==> src/common/pnr_pkg.sv <==
package pnr_pkg;

  ///////////////////////////////////////////////////////////////////////
  // Sizes
  ///////////////////////////////////////////////////////////////////////

  localparam int unsigned SAMPLE_W   = 14;  // ADC/DAC sample width
  localparam int unsigned RAW_W      = 16;  // raw ADC word, 2 reserved LSBs
  localparam int unsigned NUM_THRESH = 6;   // photon thresholds

  ///////////////////////////////////////////////////////////////////////
  // Types
  ///////////////////////////////////////////////////////////////////////

  // Two's complement sample
  typedef logic signed [SAMPLE_W-1:0] sample_t;

  // Raw ADC word as it comes off the pins
  typedef logic [RAW_W-1:0] raw_t;

  // Negative-slope offset code for the DAC pins
  typedef logic [SAMPLE_W-1:0] dac_code_t;

  // Sum of two samples, one guard bit for overflow
  typedef logic signed [SAMPLE_W:0] sum_t;

  // One threshold per photon number, element 0 for one photon
  typedef sample_t [NUM_THRESH-1:0] thresh_arr_t;

  // Photon count 0..6
  typedef logic [2:0] photon_num_t;

  // Pulse tracker states
  typedef enum logic
  {
    PULSE_IDLE = 1'b0,  // level at zero
    PULSE_HIGH = 1'b1   // inside a pulse
  } pulse_state_e;

  ///////////////////////////////////////////////////////////////////////
  // Negative-slope conversion
  ///////////////////////////////////////////////////////////////////////

  // MSB kept, the rest inverted
  // Same rule both ways, ADC code in and DAC code out
  function automatic logic [SAMPLE_W-1:0] neg_slope(input logic [SAMPLE_W-1:0] val);
    return {val[SAMPLE_W-1], ~val[SAMPLE_W-2:0]};
  endfunction

endpackage

==> src/hdl/adc_frontend.sv <==
module adc_frontend
  import pnr_pkg::*;
#(
  parameter int unsigned SAMPLE_W = pnr_pkg::SAMPLE_W  // converted sample width
)(
  input  logic    adc_clk,         // ADC clock
  input  logic    rst_n_i,         // async reset, active low
  // raw ADC pins
  input  raw_t    adc_a_raw_i,     // CH A raw word
  input  raw_t    adc_b_raw_i,     // CH B raw word
  // loopback from the DAC path
  input  sample_t loop_a_i,        // CH A DAC sample
  input  sample_t loop_b_i,        // CH B DAC sample
  input  logic    digital_loop_i,  // 1 = DAC samples replace ADC
  // converted samples
  output sample_t adc_a_o,         // CH A two's complement
  output sample_t adc_b_o          // CH B two's complement
);

///////////////////////////////////////////////////////////////////////
// Input registers
///////////////////////////////////////////////////////////////////////

logic [SAMPLE_W-1:0] raw_a_q;  // CH A, reserved bits gone
logic [SAMPLE_W-1:0] raw_b_q;  // CH B, reserved bits gone

// Two LSBs of the 16 bit word are reserved, keep the top field only
always_ff @(posedge adc_clk or negedge rst_n_i)
begin
  if (!rst_n_i)
  begin
    raw_a_q <= '0;
    raw_b_q <= '0;
  end
  else
  begin
    raw_a_q <= adc_a_raw_i[RAW_W-1 -: SAMPLE_W];  // bits 15..2
    raw_b_q <= adc_b_raw_i[RAW_W-1 -: SAMPLE_W];
  end
end

///////////////////////////////////////////////////////////////////////
// Conversion and loopback mux
///////////////////////////////////////////////////////////////////////

sample_t conv_a;  // converted CH A
sample_t conv_b;  // converted CH B

// Negative slope into two's complement
assign conv_a = sample_t'(neg_slope(raw_a_q));
assign conv_b = sample_t'(neg_slope(raw_b_q));

// Loop samples are already registered on the DAC side,
// so both branches carry the same one edge of delay
assign adc_a_o = digital_loop_i ? loop_a_i : conv_a;
assign adc_b_o = digital_loop_i ? loop_b_i : conv_b;

endmodule

==> src/hdl/dac_backend.sv <==
module dac_backend
  import pnr_pkg::*;
(
  input  logic      adc_clk,   // single clock, DAC runs here too
  input  logic      rst_n_i,   // async reset, active low
  // waveform and correction samples
  input  sample_t   wave_a_i,  // CH A waveform
  input  sample_t   wave_b_i,  // CH B waveform
  input  sample_t   corr_a_i,  // CH A correction
  input  sample_t   corr_b_i,  // CH B correction
  // registered samples back to the ADC side
  output sample_t   loop_a_o,  // CH A loop sample
  output sample_t   loop_b_o,  // CH B loop sample
  // DAC pin codes
  output dac_code_t dac_a_o,   // CH A neg-slope code
  output dac_code_t dac_b_o    // CH B neg-slope code
);

///////////////////////////////////////////////////////////////////////
// Sum and saturation
///////////////////////////////////////////////////////////////////////

// Clamp a 15 bit sum into the 14 bit range
// Top two bits disagree -> overflow, pick full scale of the sum's sign
function automatic sample_t sat(input sum_t sum);
  if (sum[SAMPLE_W] ^ sum[SAMPLE_W-1])
    return {sum[SAMPLE_W], {(SAMPLE_W-1){~sum[SAMPLE_W]}}};
  else
    return sum[SAMPLE_W-1:0];
endfunction

sum_t    sum_a;  // CH A raw sum
sum_t    sum_b;  // CH B raw sum
sample_t sat_a;  // CH A clamped
sample_t sat_b;  // CH B clamped

// Sign extend before adding, no wrap in the guard bit
assign sum_a = sum_t'(wave_a_i) + sum_t'(corr_a_i);
assign sum_b = sum_t'(wave_b_i) + sum_t'(corr_b_i);

assign sat_a = sat(sum_a);
assign sat_b = sat(sum_b);

///////////////////////////////////////////////////////////////////////
// Output register
///////////////////////////////////////////////////////////////////////

sample_t dac_a_q;  // CH A registered sample
sample_t dac_b_q;  // CH B registered sample

always_ff @(posedge adc_clk or negedge rst_n_i)
begin
  if (!rst_n_i)
  begin
    dac_a_q <= '0;  // code 0x1FFF on the pins
    dac_b_q <= '0;
  end
  else
  begin
    dac_a_q <= sat_a;
    dac_b_q <= sat_b;
  end
end

// Same register feeds loopback and the pins
assign loop_a_o = dac_a_q;
assign loop_b_o = dac_b_q;

// Two's complement back to negative-slope offset code
assign dac_a_o = dac_code_t'(neg_slope(dac_a_q));
assign dac_b_o = dac_code_t'(neg_slope(dac_b_q));

endmodule

==> src/pnr/pnr_level.sv <==
module pnr_level
  import pnr_pkg::*;
(
  input  logic        adc_clk,   // ADC clock
  input  logic        rst_n_i,   // async reset, active low
  input  sample_t     sample_i,  // CH A sample
  input  thresh_arr_t thresh_i,  // photon thresholds, any order
  output photon_num_t level_o    // registered photon level
);

///////////////////////////////////////////////////////////////////////
// Comparator bank
///////////////////////////////////////////////////////////////////////

logic [NUM_THRESH-1:0] hit;  // sample above threshold i

// Signed compare, strictly greater
always_comb
begin
  for (int i = 0; i < NUM_THRESH; i++)
  begin
    hit[i] = (sample_i > thresh_i[i]);
  end
end

///////////////////////////////////////////////////////////////////////
// Hit count
///////////////////////////////////////////////////////////////////////

photon_num_t level_d;  // number of thresholds passed

// Population count, not a priority encode
// Unsorted thresholds still give a sane level
always_comb
begin
  level_d = '0;
  for (int i = 0; i < NUM_THRESH; i++)
  begin
    level_d = level_d + photon_num_t'(hit[i]);
  end
end

// Level register, one edge of latency
always_ff @(posedge adc_clk or negedge rst_n_i)
begin
  if (!rst_n_i)
  begin
    level_o <= '0;
  end
  else
  begin
    level_o <= level_d;
  end
end

endmodule

==> src/pnr/pnr_pulse_fsm.sv <==
module pnr_pulse_fsm
  import pnr_pkg::*;
(
  input  logic        adc_clk,       // ADC clock
  input  logic        rst_n_i,       // async reset, active low
  input  photon_num_t level_i,       // photon level per sample
  output photon_num_t photon_num_o,  // peak of the last pulse
  output logic        photon_vld_o   // one cycle event strobe
);

///////////////////////////////////////////////////////////////////////
// State and peak tracking
///////////////////////////////////////////////////////////////////////

pulse_state_e state_q, state_d;  // pulse tracker state
photon_num_t  peak_q,  peak_d;   // running peak of current pulse
photon_num_t  num_q,   num_d;    // reported photon number
logic         vld_q,   vld_d;    // event strobe

always_comb
begin
  state_d = state_q;
  peak_d  = peak_q;
  num_d   = num_q;  // held between events
  vld_d   = 1'b0;   // strobe by default low
  case (state_q)
    PULSE_IDLE:
    begin
      // First nonzero level opens a pulse
      if (level_i != '0)
      begin
        state_d = PULSE_HIGH;
        peak_d  = level_i;
      end
    end
    PULSE_HIGH:
    begin
      if (level_i == '0)
      begin
        // Pulse over, report its peak
        state_d = PULSE_IDLE;
        num_d   = peak_q;
        vld_d   = 1'b1;
        peak_d  = '0;
      end
      else if (level_i > peak_q)
      begin
        peak_d = level_i;  // new maximum
      end
    end
    default:
    begin
      state_d = PULSE_IDLE;
      peak_d  = '0;
    end
  endcase
end

always_ff @(posedge adc_clk or negedge rst_n_i)
begin
  if (!rst_n_i)
  begin
    state_q <= PULSE_IDLE;
    peak_q  <= '0;
    num_q   <= '0;
    vld_q   <= 1'b0;
  end
  else
  begin
    state_q <= state_d;
    peak_q  <= peak_d;
    num_q   <= num_d;
    vld_q   <= vld_d;
  end
end

assign photon_num_o = num_q;
assign photon_vld_o = vld_q;

endmodule

==> src/pnr/pnr_histogram.sv <==
module pnr_histogram
  import pnr_pkg::*;
#(
  parameter int unsigned HIST_W = 16  // counter width, 2 or more
)(
  input  logic              adc_clk,       // ADC clock
  input  logic              rst_n_i,       // async reset, active low
  input  logic              event_i,       // photon event strobe
  input  photon_num_t       photon_num_i,  // photon number of the event
  input  logic              hist_clr_i,    // clear all counters
  input  photon_num_t       hist_sel_i,    // counter select for read
  output logic [HIST_W-1:0] hist_cnt_o     // selected count
);

///////////////////////////////////////////////////////////////////////
// Event counters
///////////////////////////////////////////////////////////////////////

logic [HIST_W-1:0] cnt_q [1:NUM_THRESH];  // one per photon number

for (genvar i = 1; i <= NUM_THRESH; i++)
begin : g_cnt
  logic inc;  // event of this photon number

  assign inc = event_i && (photon_num_i == photon_num_t'(i));

  always_ff @(posedge adc_clk or negedge rst_n_i)
  begin
    if (!rst_n_i)
    begin
      cnt_q[i] <= '0;
    end
    else if (hist_clr_i)
    begin
      cnt_q[i] <= '0;  // clear beats increment
    end
    else if (inc && (cnt_q[i] != '1))
    begin
      cnt_q[i] <= cnt_q[i] + 1'b1;  // stop at all ones
    end
  end
end

///////////////////////////////////////////////////////////////////////
// Read mux
///////////////////////////////////////////////////////////////////////

// Combinational read, selects 0 and 7 return zero
always_comb
begin
  hist_cnt_o = '0;
  for (int i = 1; i <= NUM_THRESH; i++)
  begin
    if (hist_sel_i == photon_num_t'(i))
    begin
      hist_cnt_o = cnt_q[i];
    end
  end
end

endmodule

==> src/hdl/pnr_top.sv <==
module pnr_top
  import pnr_pkg::*;
#(
  parameter int unsigned HIST_W = 16  // histogram counter width
)(
  input  logic              adc_clk,         // ADC clock
  input  logic              rst_n_i,         // async reset, active low
  // ADC
  input  raw_t              adc_a_raw_i,     // CH A raw word
  input  raw_t              adc_b_raw_i,     // CH B raw word
  input  logic              digital_loop_i,  // DAC -> ADC loopback
  // DAC sources
  input  sample_t           wave_a_i,        // CH A waveform
  input  sample_t           wave_b_i,        // CH B waveform
  input  sample_t           corr_a_i,        // CH A correction
  input  sample_t           corr_b_i,        // CH B correction
  // PNR control
  input  thresh_arr_t       thresh_i,        // photon thresholds
  input  logic              hist_clr_i,      // histogram clear
  input  photon_num_t       hist_sel_i,      // histogram select
  // monitor samples
  output sample_t           adc_a_o,         // CH A sample
  output sample_t           adc_b_o,         // CH B sample
  // DAC pins
  output dac_code_t         dac_a_o,         // CH A code
  output dac_code_t         dac_b_o,         // CH B code
  // PNR results
  output photon_num_t       photon_num_o,    // photon number
  output logic              photon_vld_o,    // event strobe
  output logic [HIST_W-1:0] hist_cnt_o       // selected count
);

sample_t     loop_a;  // DAC sample looped to ADC side
sample_t     loop_b;
photon_num_t level;   // per-sample photon level

///////////////////////////////////////////////////////////////////////
// Analog front end
///////////////////////////////////////////////////////////////////////

adc_frontend #(
  .SAMPLE_W (SAMPLE_W)
) i_adc_frontend (
  .adc_clk        (adc_clk       ),
  .rst_n_i        (rst_n_i       ),
  .adc_a_raw_i    (adc_a_raw_i   ),
  .adc_b_raw_i    (adc_b_raw_i   ),
  .loop_a_i       (loop_a        ),
  .loop_b_i       (loop_b        ),
  .digital_loop_i (digital_loop_i),
  .adc_a_o        (adc_a_o       ),  // also feeds PNR
  .adc_b_o        (adc_b_o       )
);

dac_backend i_dac_backend (
  .adc_clk  (adc_clk ),
  .rst_n_i  (rst_n_i ),
  .wave_a_i (wave_a_i),
  .wave_b_i (wave_b_i),
  .corr_a_i (corr_a_i),
  .corr_b_i (corr_b_i),
  .loop_a_o (loop_a  ),
  .loop_b_o (loop_b  ),
  .dac_a_o  (dac_a_o ),
  .dac_b_o  (dac_b_o )
);

///////////////////////////////////////////////////////////////////////
// Photon number discriminator, CH A only
///////////////////////////////////////////////////////////////////////

pnr_level i_pnr_level (
  .adc_clk  (adc_clk ),
  .rst_n_i  (rst_n_i ),
  .sample_i (adc_a_o ),
  .thresh_i (thresh_i),
  .level_o  (level   )
);

pnr_pulse_fsm i_pnr_pulse_fsm (
  .adc_clk      (adc_clk     ),
  .rst_n_i      (rst_n_i     ),
  .level_i      (level       ),
  .photon_num_o (photon_num_o),
  .photon_vld_o (photon_vld_o)
);

pnr_histogram #(
  .HIST_W (HIST_W)
) i_pnr_histogram (
  .adc_clk      (adc_clk     ),
  .rst_n_i      (rst_n_i     ),
  .event_i      (photon_vld_o),
  .photon_num_i (photon_num_o),
  .hist_clr_i   (hist_clr_i  ),
  .hist_sel_i   (hist_sel_i  ),
  .hist_cnt_o   (hist_cnt_o  )
);

endmodule

==> config.mk <==
export PLATFORM = sky130hd
export DESIGN_NAME = pnr_top
export DESIGN_NICKNAME = d
export VERILOG_FILES = /design/src/common/pnr_pkg.sv /design/src/hdl/adc_frontend.sv /design/src/hdl/dac_backend.sv /design/src/pnr/pnr_level.sv /design/src/pnr/pnr_pulse_fsm.sv /design/src/pnr/pnr_histogram.sv /design/src/hdl/pnr_top.sv
export SDC_FILE = /design/constraint.sdc
export NUM_CORES = 1
export LEC_CHECK = 0
export ABC_AREA = 1
export BUFFER_PORTS_ARGS = -buffer_cell sky130_fd_sc_hd__buf_2
export CAP_MARGIN = 10
export CORE_ASPECT_RATIO = 0.5
export CORE_UTILIZATION = 25
export CTS_BUF_LIST = sky130_fd_sc_hd__clkbuf_2 sky130_fd_sc_hd__clkbuf_4 sky130_fd_sc_hd__clkbuf_8
export DETAILED_ROUTE_END_ITERATION = 7
export GPL_TIMING_DRIVEN = 0
export PLACE_DENSITY_LB_ADDON = 0.25
export SLEW_MARGIN = 20
export SYNTH_ARGS = -nofsm -noshare
export SYNTH_HDL_FRONTEND = slang
export SYNTH_SLANG_ARGS = --single-unit
==> constraint.sdc <==
create_clock -name adc_clk -period 4 [get_ports adc_clk]
set_clock_uncertainty 0.1 [all_clocks]
set_input_delay 0.8 -clock adc_clk [delete_from_list [all_inputs] [get_ports adc_clk]]
set_output_delay 0.8 -clock adc_clk [all_outputs]
set_load 0.05 [all_outputs]
==> results.yml, run 1 <==
flow_run:
  maxCapViolCount: 0
sta:
  setup_violations: 0
  hold_viol_final: 0
  drv_slew: 0
  fin_ws_ns: 0.171
  timing.fmax_mhz: 261
  finalCritPeriodShare_pct: 95.7
  period_needed_ns: 3.83
  slew_headroom_pct: 45.8
  grt_setup_unrepaired: "no"
  worst_pin_slew_ns: 0.812
placed_design:
  port_buffers: 248
  dp_hpwl_mm: 33.9
  place.gp.congestion: 0.905
  dp_worst_setup_slack_ns: -0.865
global_route:
  grt_max_degree: 86
  grt_pass1_wl_mm: 65.2
  use_met1_pct: 21.2
  use_met2_pct: 28.0
  grt_usage_pct: 16.4
  busiest_layer: "met2"
  gr-total-overflow: 0
  antenna_found_initial: 6
  use_met3_pct: 2.87
  grt_pass1_vias: 11800
power_and_ir_drop:
  power_per_cell_area_nw_per_um2: 356
  sequentialPowerShare_pct: 34.6
  internal_power_mw: 3.20
  switchingPower_mw: 2.31
  combPwrFrac_pct: 39.3
  p_clk_share_pct: 26.0
  swShare_pct: 41.9
  peakVddDrop_mv: 0.177
  total_power_mw: 5.51
  p_leak_nw: 7.76
routing:
  vias_per_cell: 4.58
  routed_wl_mm: 41.5
  ant_nets: 0
  wl_per_cell_um: 15.4
  firstDrtPassIters: 7
  first_iter_violations: 972
  num_vias: 12300
  route.detailed.drc: 0
clock_tree:
  holdBufCountCts: 0
  worstSkewPairLatency_ns: 0.51
  cts_tree: "yes"
  clk_path_buf_depth: 2
  ctsRootBufferMaster: "clkbuf_8"
  clock-sinks: 163
  cts_made_buffers: 17
  clk_transition_reported_paths_ns: 0.10
  cts_htree_levels: 4
floorplanning:
  dieArea_um2: 51000
  chipWidth_um: 319
  pin_count: 255
  rows: 57
  start_util_pct: 25.6
  chipHeight_um: 160
  design.core.area_um2: 49000
logic_synthesis:
  ys_ff_latch: 163
  yosys.cell_types.count: 48
  synthAdderAreaFrac_pct: 13.0
  synth.area.mux_share_pct: 0
  syn_nets: 2063
  synth-simple-area-share_pct: 28.6
  ys_seq_area_share_pct: 32.6
  avgSynthCellArea_um2: 7.13
  yosys_warnings: 0
  synth_xor_area_share_pct: 4.06
  synth_top_area_share_pct: 32.6
  synth_compound_area_share_pct: 11.6
  synth_area_um2: 12500
  synth_area_leader_cell: "dfrtp_1"
  synthTopCellsByArea: "dfrtp_1 33%, nand2_1 13%, ha_1 12%"
  syn_inst: 1757
  synth_top_family_by_area: "simple AND/OR/NAND/NOR gates"
critical_path:
  reg2regPathDepth: 19
  reg2reg_from: "i_dac_backend.loop_a_o[9]$_DFF_PN0_"
  path_class: "in2reg"
  critPathLaunchType: "input port"
  r2r-end: "i_pnr_level.level_o[1]$_DFF_PN0_"
  critPathMaxFanout: 10
  critPathArrivalTime_ns: 4.17
  r2r_setup_slack_ns: 0.39
  end_kind: "flop"
  crit_required_ns: 4.34
layout:
  final_cell_mix: "424 x nand2_1, 283 x inv_1, 256 x buf_2"
  drive_above_1_share_pct: 17.9
  synthToLayoutAreaGrowth_pct: 23.6
  fin_nets: 2334
  layout_commonest_cell: "nand2_1"
hold_path:
  hold_class: "in2async"
status:
  status: "complete, no violations"
[flip-flops by register name (all words and copies together), names as in the netlist, 3 cells and up]
name	count
i_adc_frontend.raw_b_q	14
i_adc_frontend.raw_a_q	14
i_pnr_pulse_fsm.peak_q	3
i_pnr_level.level_o	3
i_dac_backend.loop_a_o	14
i_pnr_histogram.cnt_q	96
i_dac_backend.loop_b_o	14
i_pnr_pulse_fsm.photon_num_o	3
[worst max-delay path by stage]
stage,from,slack (ns),end,depth (start not counted)
6_report,digital_loop_i,0.17,i_pnr_level.level_o[1]$_DFF_PN0_,21
5_1_grt,digital_loop_i,0.002,i_pnr_level.level_o[1]$_DFF_PN0_,20
4_1_cts,digital_loop_i,0.02,i_pnr_level.level_o[1]$_DFF_PN0_,20
3_5_place_dp,digital_loop_i,-0.86,i_pnr_level.level_o[1]$_DFF_PN0_,21
3_3_place_gp,digital_loop_i,-0.84,i_pnr_level.level_o[1]$_DFF_PN0_,21
2_1_floorplan,digital_loop_i,-0.24,i_pnr_level.level_o[1]$_DFF_PN0_,19
[power groups by stage]
stage	registers, mW	logic [mW]	clock network [mW]
finish	1.91	2.17	1.43
global route	1.93	2.44	1.54
CTS	1.91	2.18	1.48
detailed placement	1.94	2.17	0
global placement	1.94	2.15	0
floorplan	1.96	1.50	0
[routing by layer]
metal	share of wire (%)	vias to the layer above
li1	-	6297
met5	0.051	-
met4	2.0	4
met2	49	244
met1	46	5728
met3	3.9	49
[layout make-up]
cell class                      instances  area (um2)
Sequential cell                       163        4080
Tap cell                              649         812
Multi-Input combinational cell       1268        7460
Antenna cell                            3        7.51
Timing Repair Buffer                  252        1310
Clock buffer                           19         262
Buffer                                 36         262
Fill cell                            5327       33500
Clock inverter                         13         195
Inverter                              290        1090
[what timing repair did]
action	CTS	global route
cloned	0	0
buffers inserted	0	3
pin swaps	0	3
endpoints found under the hold margin	0	0
endpoints found under the setup margin	2	2
gates resized for setup	2	12
[kinds of logic after synthesis]
group	after synthesis
adder cells (fa/ha/maj)	127
buffers and inverters	326
AO/OA/AOI/OAI	258
flip-flops	163
XOR/XNOR	58
AND/OR/NAND/NOR	825
[synthesized netlist by cell type, drive strengths merged]
library cell    n
a211oi          1
a21o            2
a21oi          80
a221oi          5
a31o            1
a31oi           5
and2            1
and3            5
buf            18
clkbuf         18
clkinv          2
dfrtp         163
fa              5
ha            122
inv           288
nand2         431
nand3         127
nand3b          2
nand4          46
nor2          142
nor3           65
nor3b           1
nor4            3
o2111ai        10
o211ai          2
o21ai         117
o21bai          6
o22ai          16
o31ai          13
or2             2
xnor2          11
xor2           47
[through the flow]
stage          std cells  TNS, ns  hold WS (ns)  utilization, %  cell area [um2]
2_1_floorplan       1757   -0.258         0.368               -            12800
3_3_place_gp        2654  -133.15         0.400            30.4            14900
3_5_place_dp        2655    -2.03         0.403            30.4            14900
4_1_cts             2687        0         0.195            31.4            15400
5_1_grt             2693        0         0.219            31.6            15500
6_report            2693        0         0.170            31.6            15500
[worst max-delay path: stages]
cell and delay [ns]:
clkbuf_16 0.14, clkbuf_16 0.17, nand2_1 0.11, o21ai_4 0.08, buf_12 0.14, ha_4 0.26
nand2_1 0.05, inv_1 0.08, nand3_1 0.09, nor2_2 0.14, nand3_1 0.12, nor3_2 0.16
a21oi_1 0.07, ha_1 0.29, inv_2 0.03, fa_1 0.47, inv_1 0.05, fa_2 0.35
inv_2 0.06, fa_1 0.42, inv_1 0.07
No activity file was read; power rests on OpenSTA's default activity.
==> run 2, diff against run 1 <==
--- a/config.mk
+++ b/config.mk
@@ -14,6 +14,7 @@
 export DETAILED_ROUTE_END_ITERATION = 7
 export GPL_TIMING_DRIVEN = 0
 export PLACE_DENSITY_LB_ADDON = 0.25
+export RECOVER_POWER = 25
 export SLEW_MARGIN = 20
 export SYNTH_ARGS = -nofsm -noshare
 export SYNTH_HDL_FRONTEND = slang
==> constraint.sdc (replaced) <==
create_clock -name adc_clk -period 4 [get_ports adc_clk]
set_clock_uncertainty 0.1 [all_clocks]
set_input_delay 0.4 -clock adc_clk [delete_from_list [all_inputs] [get_ports adc_clk]]
set_output_delay 0.4 -clock adc_clk [all_outputs]
set_load 0.05 [all_outputs]
==> run 2 against run 1 <==
The flow now finishes with violations (capacitance limit, slew limit). Routed wire length up 0.23%. First-iteration DRC count down 9.4%. Cell count up 1.0%. Hold slack worse by 0.031 ns. Setup slack better by 0.13 ns. Sequential power about the same. Flip-flop and latch count unchanged. Register-to-register slack worse by 0.09 ns. Largest cell class unchanged. Highest routed layer unchanged.
==> results.yml, run 2 (synthesized netlist as in run 1, its figures left out) <==
power_and_ir_drop:
  power_per_cell_area_nw_per_um2: 350
  sequentialPowerShare_pct: 34.8
  p_leak_nw: 7.82
  swShare_pct: 43.1
  total_power_mw: 5.47
  internal_power_mw: 3.11
  combPwrFrac_pct: 39.9
  p_clk_share_pct: 25.3
  switchingPower_mw: 2.36
  peakVddDrop_mv: 0.158
routing:
  num_vias: 12300
  firstDrtPassIters: 5
  first_iter_violations: 881
  route.detailed.drc: 0
  ant_nets: 0
  routed_wl_mm: 41.6
  vias_per_cell: 4.52
  wl_per_cell_um: 15.3
sta:
  period_needed_ns: 3.70
  timing.fmax_mhz: 270
  worst_pin_slew_ns: 2.48
  hold_viol_final: 0
  finalCritPeriodShare_pct: 92.5
  slew_headroom_pct: -65.5
  finalSetupTns_ns: 0
  setup_violations: 0
  drv_slew: 40
  whs_ns: 0.139
  grt_setup_unrepaired: "no"
clock_tree:
  cts_made_buffers: 17
  clk_transition_reported_paths_ns: 0.10
  cts_setup_buffers: 0
  cts_tree: "yes"
  worstSkewPairLatency_ns: 0.50
  ctsRootBufferMaster: "clkbuf_8"
  cts_htree_levels: 4
  clock-sinks: 163
  clk_path_buf_depth: 2
floorplanning:
  chipWidth_um: 319
  pin_count: 255
  rows: 57
  dieArea_um2: 51000
  chipHeight_um: 160
  start_util_pct: 25.6
  design.core.area_um2: 49000
critical_path:
  reg2regPathDepth: 16
  crit_top_cell: "inv_1"
  critPathBufInv: 4
  critPathLaunchType: "flop"
  critPathMaxFanout: 7
  critPathLaunch: "i_adc_frontend.raw_a_q[9]$_DFF_PN0_"
  critPathArrivalTime_ns: 4.04
  r2r-end: "i_pnr_level.level_o[1]$_DFF_PN0_"
  crit_slowest_cell: "fa_1"
  r2r_setup_slack_ns: 0.30
  end_kind: "flop"
  crit_path_max_incr_delay_ns: 0.52
  reg2reg_from: "i_adc_frontend.raw_a_q[9]$_DFF_PN0_"
  critPathTopFamily: "adder cells"
  path_class: "reg2reg"
  path_cells: "o21ai_4 > ha_4 > a21oi_1 > a31oi_1 > nor2_1 > nand2_1 > nand2_1 > a21oi_1 > ha_1 > inv_1 > fa_1 > inv_1 > fa_2 > inv_2 > fa_1 > inv_1"
  crit_required_ns: 4.34
global_route:
  antenna_found_initial: 5
  grt_pass1_wl_mm: 66.0
  grt_usage_pct: 16.6
  grt_pass1_vias: 12100
  gr-total-overflow: 0
  grt_max_degree: 75
placed_design:
  dp.cells: 2656
  dp_hpwl_mm: 33.6
  port_buffers: 248
  place.gp.congestion: 0.923
status:
  violations: "capacitance limit, slew limit"
  status: "complete, but fails checks"
hold_path:
  hold_start: "corr_b_i[0]"
  min_to: "i_dac_backend.loop_b_o[0]$_DFF_PN0_"
  holdPathStages: 4
  hold_class: "in2reg"
layout:
  drive_above_1_share_pct: 17.1
  top_register: "i_pnr_histogram.cnt_q"
  fin_nets: 2361
  fin_util_pct: 32.0
  largest_reg_flops: 96
  final_cells: 2721
  final_cell_mix: "424 x nand2_1, 284 x inv_1, 252 x buf_2"
  synthToLayoutAreaGrowth_pct: 25.0
  layout_commonest_cell: "nand2_1"
flow_run:
  maxCapViolCount: 1
## run 2: cell types whose count changed in the layout (fill, tap and decap cells not counted), sizes merged
cell         before  now
buf             272  263
bufinv            4    3
diode             3    4
clkinv            3    7
clkbuf           35   40
inv             293  292
dlygate4sd3       0   29
## run 2: worst max-delay path by stage
stage                                                  end  cells past startpoint  slack (ns)
after global placement    i_pnr_level.level_o[1]$_DFF_PN0_                     21       -0.71
final                     i_pnr_level.level_o[1]$_DFF_PN0_                     16        0.30
after floorplan           i_pnr_level.level_o[1]$_DFF_PN0_                     20       0.005
after CTS                 i_pnr_level.level_o[1]$_DFF_PN0_                     18        0.10
after global routing      i_pnr_level.level_o[1]$_DFF_PN0_                     16        0.01
after detailed placement  i_pnr_level.level_o[1]$_DFF_PN0_                     20       -0.39
## run 2: layout make-up
class,count,area (um2)
Fill cell,5368,33300
Multi-Input combinational cell,1268,7450
Sequential cell,163,4080
Timing Repair Buffer,279,1560
Inverter,290,1090
Tap cell,649,812
Clock buffer,17,234
Buffer,36,221
Clock inverter,15,200
Antenna cell,4,10.0
## run 2: what timing repair did
item | CTS | global route
resized for setup | 1 | 10
endpoints found under the hold margin | 66 | 0
setup endpoints to repair | 1 | 1
hold buffers | 29 | 0
pin swaps | 0 | 5
## run 2: through the flow
stage                     cell area, um2  setup slack, ns
after global placement             14800           -0.706
after detailed placement           14900           -0.394
after floorplan                    12800          0.00477
final                              15700            0.299
after global routing               15700           0.0141
after CTS                          15600            0.101
## run 2: power by group through the flow
stage               clock, mW  sequential (mW)  combinational (mW)
floorplan                   0             1.96                1.48
detailed placement          0             1.94                2.17
finish                   1.38             1.91                2.18
global placement            0             1.94                2.15
CTS                      1.45             1.91                2.20
global route             1.51             1.93                2.47
## run 2: per-layer routing
| layer | share of wire, % | track usage (%) | wire [um] | vias up |
|---|---|---|---|---|
| met4 | 1.8 | 4.08 | 733 | 2 |
| met5 | 0.031 | 0 | 13 | - |
| met3 | 4.0 | 2.95 | 1650 | 36 |
| met2 | 49 | 29.2 | 20600 | 263 |
| met1 | 45 | 21.0 | 18600 | 5639 |
| li1 | - | - | - | 6355 |
## run 2: worst min-delay path, delay by kind of cell
family | cells | cell delay, ns
adder cells (fa/ha/maj) | 1 | 0.12
buffers and inverters | 1 | 0.08
AND/OR/NAND/NOR | 2 | 0.11
==> run 3, diff against run 2 <==
--- a/config.mk
+++ b/config.mk
@@ -15,6 +15,7 @@
 export GPL_TIMING_DRIVEN = 0
 export PLACE_DENSITY_LB_ADDON = 0.25
 export RECOVER_POWER = 25
+export SETUP_SLACK_MARGIN = 0.5
 export SLEW_MARGIN = 20
 export SYNTH_ARGS = -nofsm -noshare
 export SYNTH_HDL_FRONTEND = slang
==> run 3 against run 2 <==
The flow still finishes with violations (capacitance limit, slew limit). Flip-flop and latch count unchanged. Combinational power up 3%. Clock power up 4%. Via count up 1.2%. Routed wire length up 0.94%. Sequential power about the same. Sequential share of layout area down 0.42 points. Critical path type unchanged. Largest cell class unchanged. Highest routed layer unchanged.
==> results.yml, run 3 (synthesized netlist as in run 1, its figures left out) <==
power_and_ir_drop:
  switchingPower_mw: 2.34
  combPwrFrac_pct: 40.2
  sequentialPowerShare_pct: 34.2
  p_clk_share_pct: 25.6
  total_power_mw: 5.59
  swShare_pct: 41.8
  peakVddDrop_mv: 0.176
  internal_power_mw: 3.25
  power_per_cell_area_nw_per_um2: 351
  p_leak_nw: 7.94
floorplanning:
  dieArea_um2: 51000
  design.core.area_um2: 49000
  pin_count: 255
  rows: 57
  start_util_pct: 25.6
  chipHeight_um: 160
  chipWidth_um: 319
placed_design:
  place.gp.congestion: 0.905
  dp_worst_setup_slack_ns: -0.465
  port_buffers: 248
  dp_hpwl_mm: 33.9
sta:
  worst_pin_slew_ns: 2.30
  finalCritPeriodShare_pct: 89.0
  slew_headroom_pct: -53.1
  fin_ws_ns: 0.441
  grt_setup_unrepaired: "yes"
  hold_viol_final: 0
  period_needed_ns: 3.56
  finalSetupTns_ns: 0
  timing.fmax_mhz: 281
  whs_ns: 0.109
  setup_violations: 0
  drv_slew: 85
layout:
  synthToLayoutAreaGrowth_pct: 27.1
  top_register: "i_pnr_histogram.cnt_q"
  final_cell_mix: "418 x nand2_1, 281 x inv_1, 253 x buf_2"
  regArea_um2: 4080
  fin_nets: 2375
  drive_above_1_share_pct: 18.7
  largest_reg_flops: 96
  layout_commonest_cell: "nand2_1"
  n_fill_cell: 5294
  multi_input_area_um2: 7530
clock_tree:
  cts_tree: "yes"
  clk_transition_reported_paths_ns: 0.09
  worstSkewPairLatency_ns: 0.51
  clk_path_buf_depth: 2
  cts_made_buffers: 17
  cts_htree_levels: 4
  clock-sinks: 163
  ctsRootBufferMaster: "clkbuf_8"
hold_path:
  hold_class: "in2reg"
routing:
  route.detailed.drc: 0
  ant_nets: 0
  num_vias: 12400
  firstDrtPassIters: 5
  vias_per_cell: 4.55
  first_iter_violations: 921
  wl_per_cell_um: 15.3
  routed_wl_mm: 42.0
status:
  violations: "capacitance limit, slew limit"
  status: "complete, but fails checks"
critical_path:
  critPathLaunchType: "flop"
  end_kind: "flop"
  r2r_setup_slack_ns: 0.44
  critPathArrivalTime_ns: 3.90
  crit_required_ns: 4.34
  critPathMaxFanout: 7
  path_class: "reg2reg"
global_route:
  grt_pass1_vias: 12100
  grt_max_degree: 86
  grt_usage_pct: 16.6
  grt_pass1_wl_mm: 66.2
  antenna_found_initial: 5
  gr-total-overflow: 0
flow_run:
  maxCapViolCount: 1
run 3: changes by cell type in the layout (fill, tap and decap cells not counted), moves of 4 or more:
cell     change
o21ai_0      -4
o21ai_1      +4
nand2_2      +6
buf_4       +14
nor3_1       -4
nand2_1      -6
nand3_2      +4
nand3_1      -4
run 3: stage by stage:
stage / std cells / util [%] / area (um2)
3_5_place_dp: 2655 / 30.4 / 14900
4_1_cts: 2728 / 32.4 / 15900
6_report: 2734 / 32.5 / 15900
5_1_grt: 2734 / 32.5 / 15900
3_3_place_gp: 2654 / 30.4 / 14900
2_1_floorplan: 1757 / - / 12800
run 3: final cells by class:
cell class	count	area share, %
Tap cell	649	5.10
Sequential cell	163	25.6
Clock buffer	19	1.64
Clock inverter	13	1.23
Buffer	36	1.63
Timing Repair Buffer	293	10.6
Inverter	290	6.84
Multi-Input combinational cell	1268	47.3
Antenna cell	3	0.0472
run 3: per-layer routing:
layer	routed length [um]	global-route usage, %	vias to the layer above
li1	-	-	6376
met1	19300	21.3	5799
met2	20500	28.7	224
met3	1330	2.78	47
met4	818	4.48	2
met5	7	0	-
run 3: what timing repair did:
action,in CTS,in global routing
hold buffers,29,0
hold endpoints to repair,112,0
pin swaps,13,9
endpoints found under the setup margin,3,2
gates resized for setup,22,9
buffers inserted,12,3
run 3: power groups by stage:
stage               Clock [mW]  Combinational, mW  Sequential (mW)
finish                    1.43               2.25             1.91
global route              1.54               2.52             1.93
detailed placement           0               2.17             1.94
floorplan                    0               1.50             1.96
global placement             0               2.15             1.94
CTS                       1.48               2.26             1.91
run 3: path summary, 6_finish.rpt:
path,start,to,depth (start not counted)
max,i_adc_frontend.raw_a_q[3]$_DFF_PN0_,i_pnr_level.level_o[1]$_DFF_PN0_,18
min,corr_b_i[0],i_dac_backend.loop_b_o[0]$_DFF_PN0_,4
max reg2reg,i_adc_frontend.raw_a_q[3]$_DFF_PN0_,i_pnr_level.level_o[1]$_DFF_PN0_,18
min reg2reg,i_pnr_level.level_o[0]$_DFF_PN0_,i_pnr_pulse_fsm.peak_q[0]$_DFFE_PN0P_,2
max in group asynchronous,rst_n_i,i_adc_frontend.raw_a_q[6]$_DFF_PN0_,2
min in group asynchronous,rst_n_i,i_pnr_histogram.cnt_q[93]$_DFFE_PN0P_,2
run 3: critical path, stage by stage (launching register included):
cell and delay (ns):
dfrtp_1 0.41, o21ai_4 0.33, ha_4 0.26, nand2_1 0.13, nor2_1 0.07, o21bai_1 0.13, nand2_1 0.08, nand2_1 0.08
nand2_1 0.05, nand2_1 0.07, a21oi_2 0.06, ha_1 0.28, inv_2 0.04, fa_1 0.47, inv_1 0.05, fa_2 0.35
inv_2 0.06, fa_1 0.41, inv_1 0.07
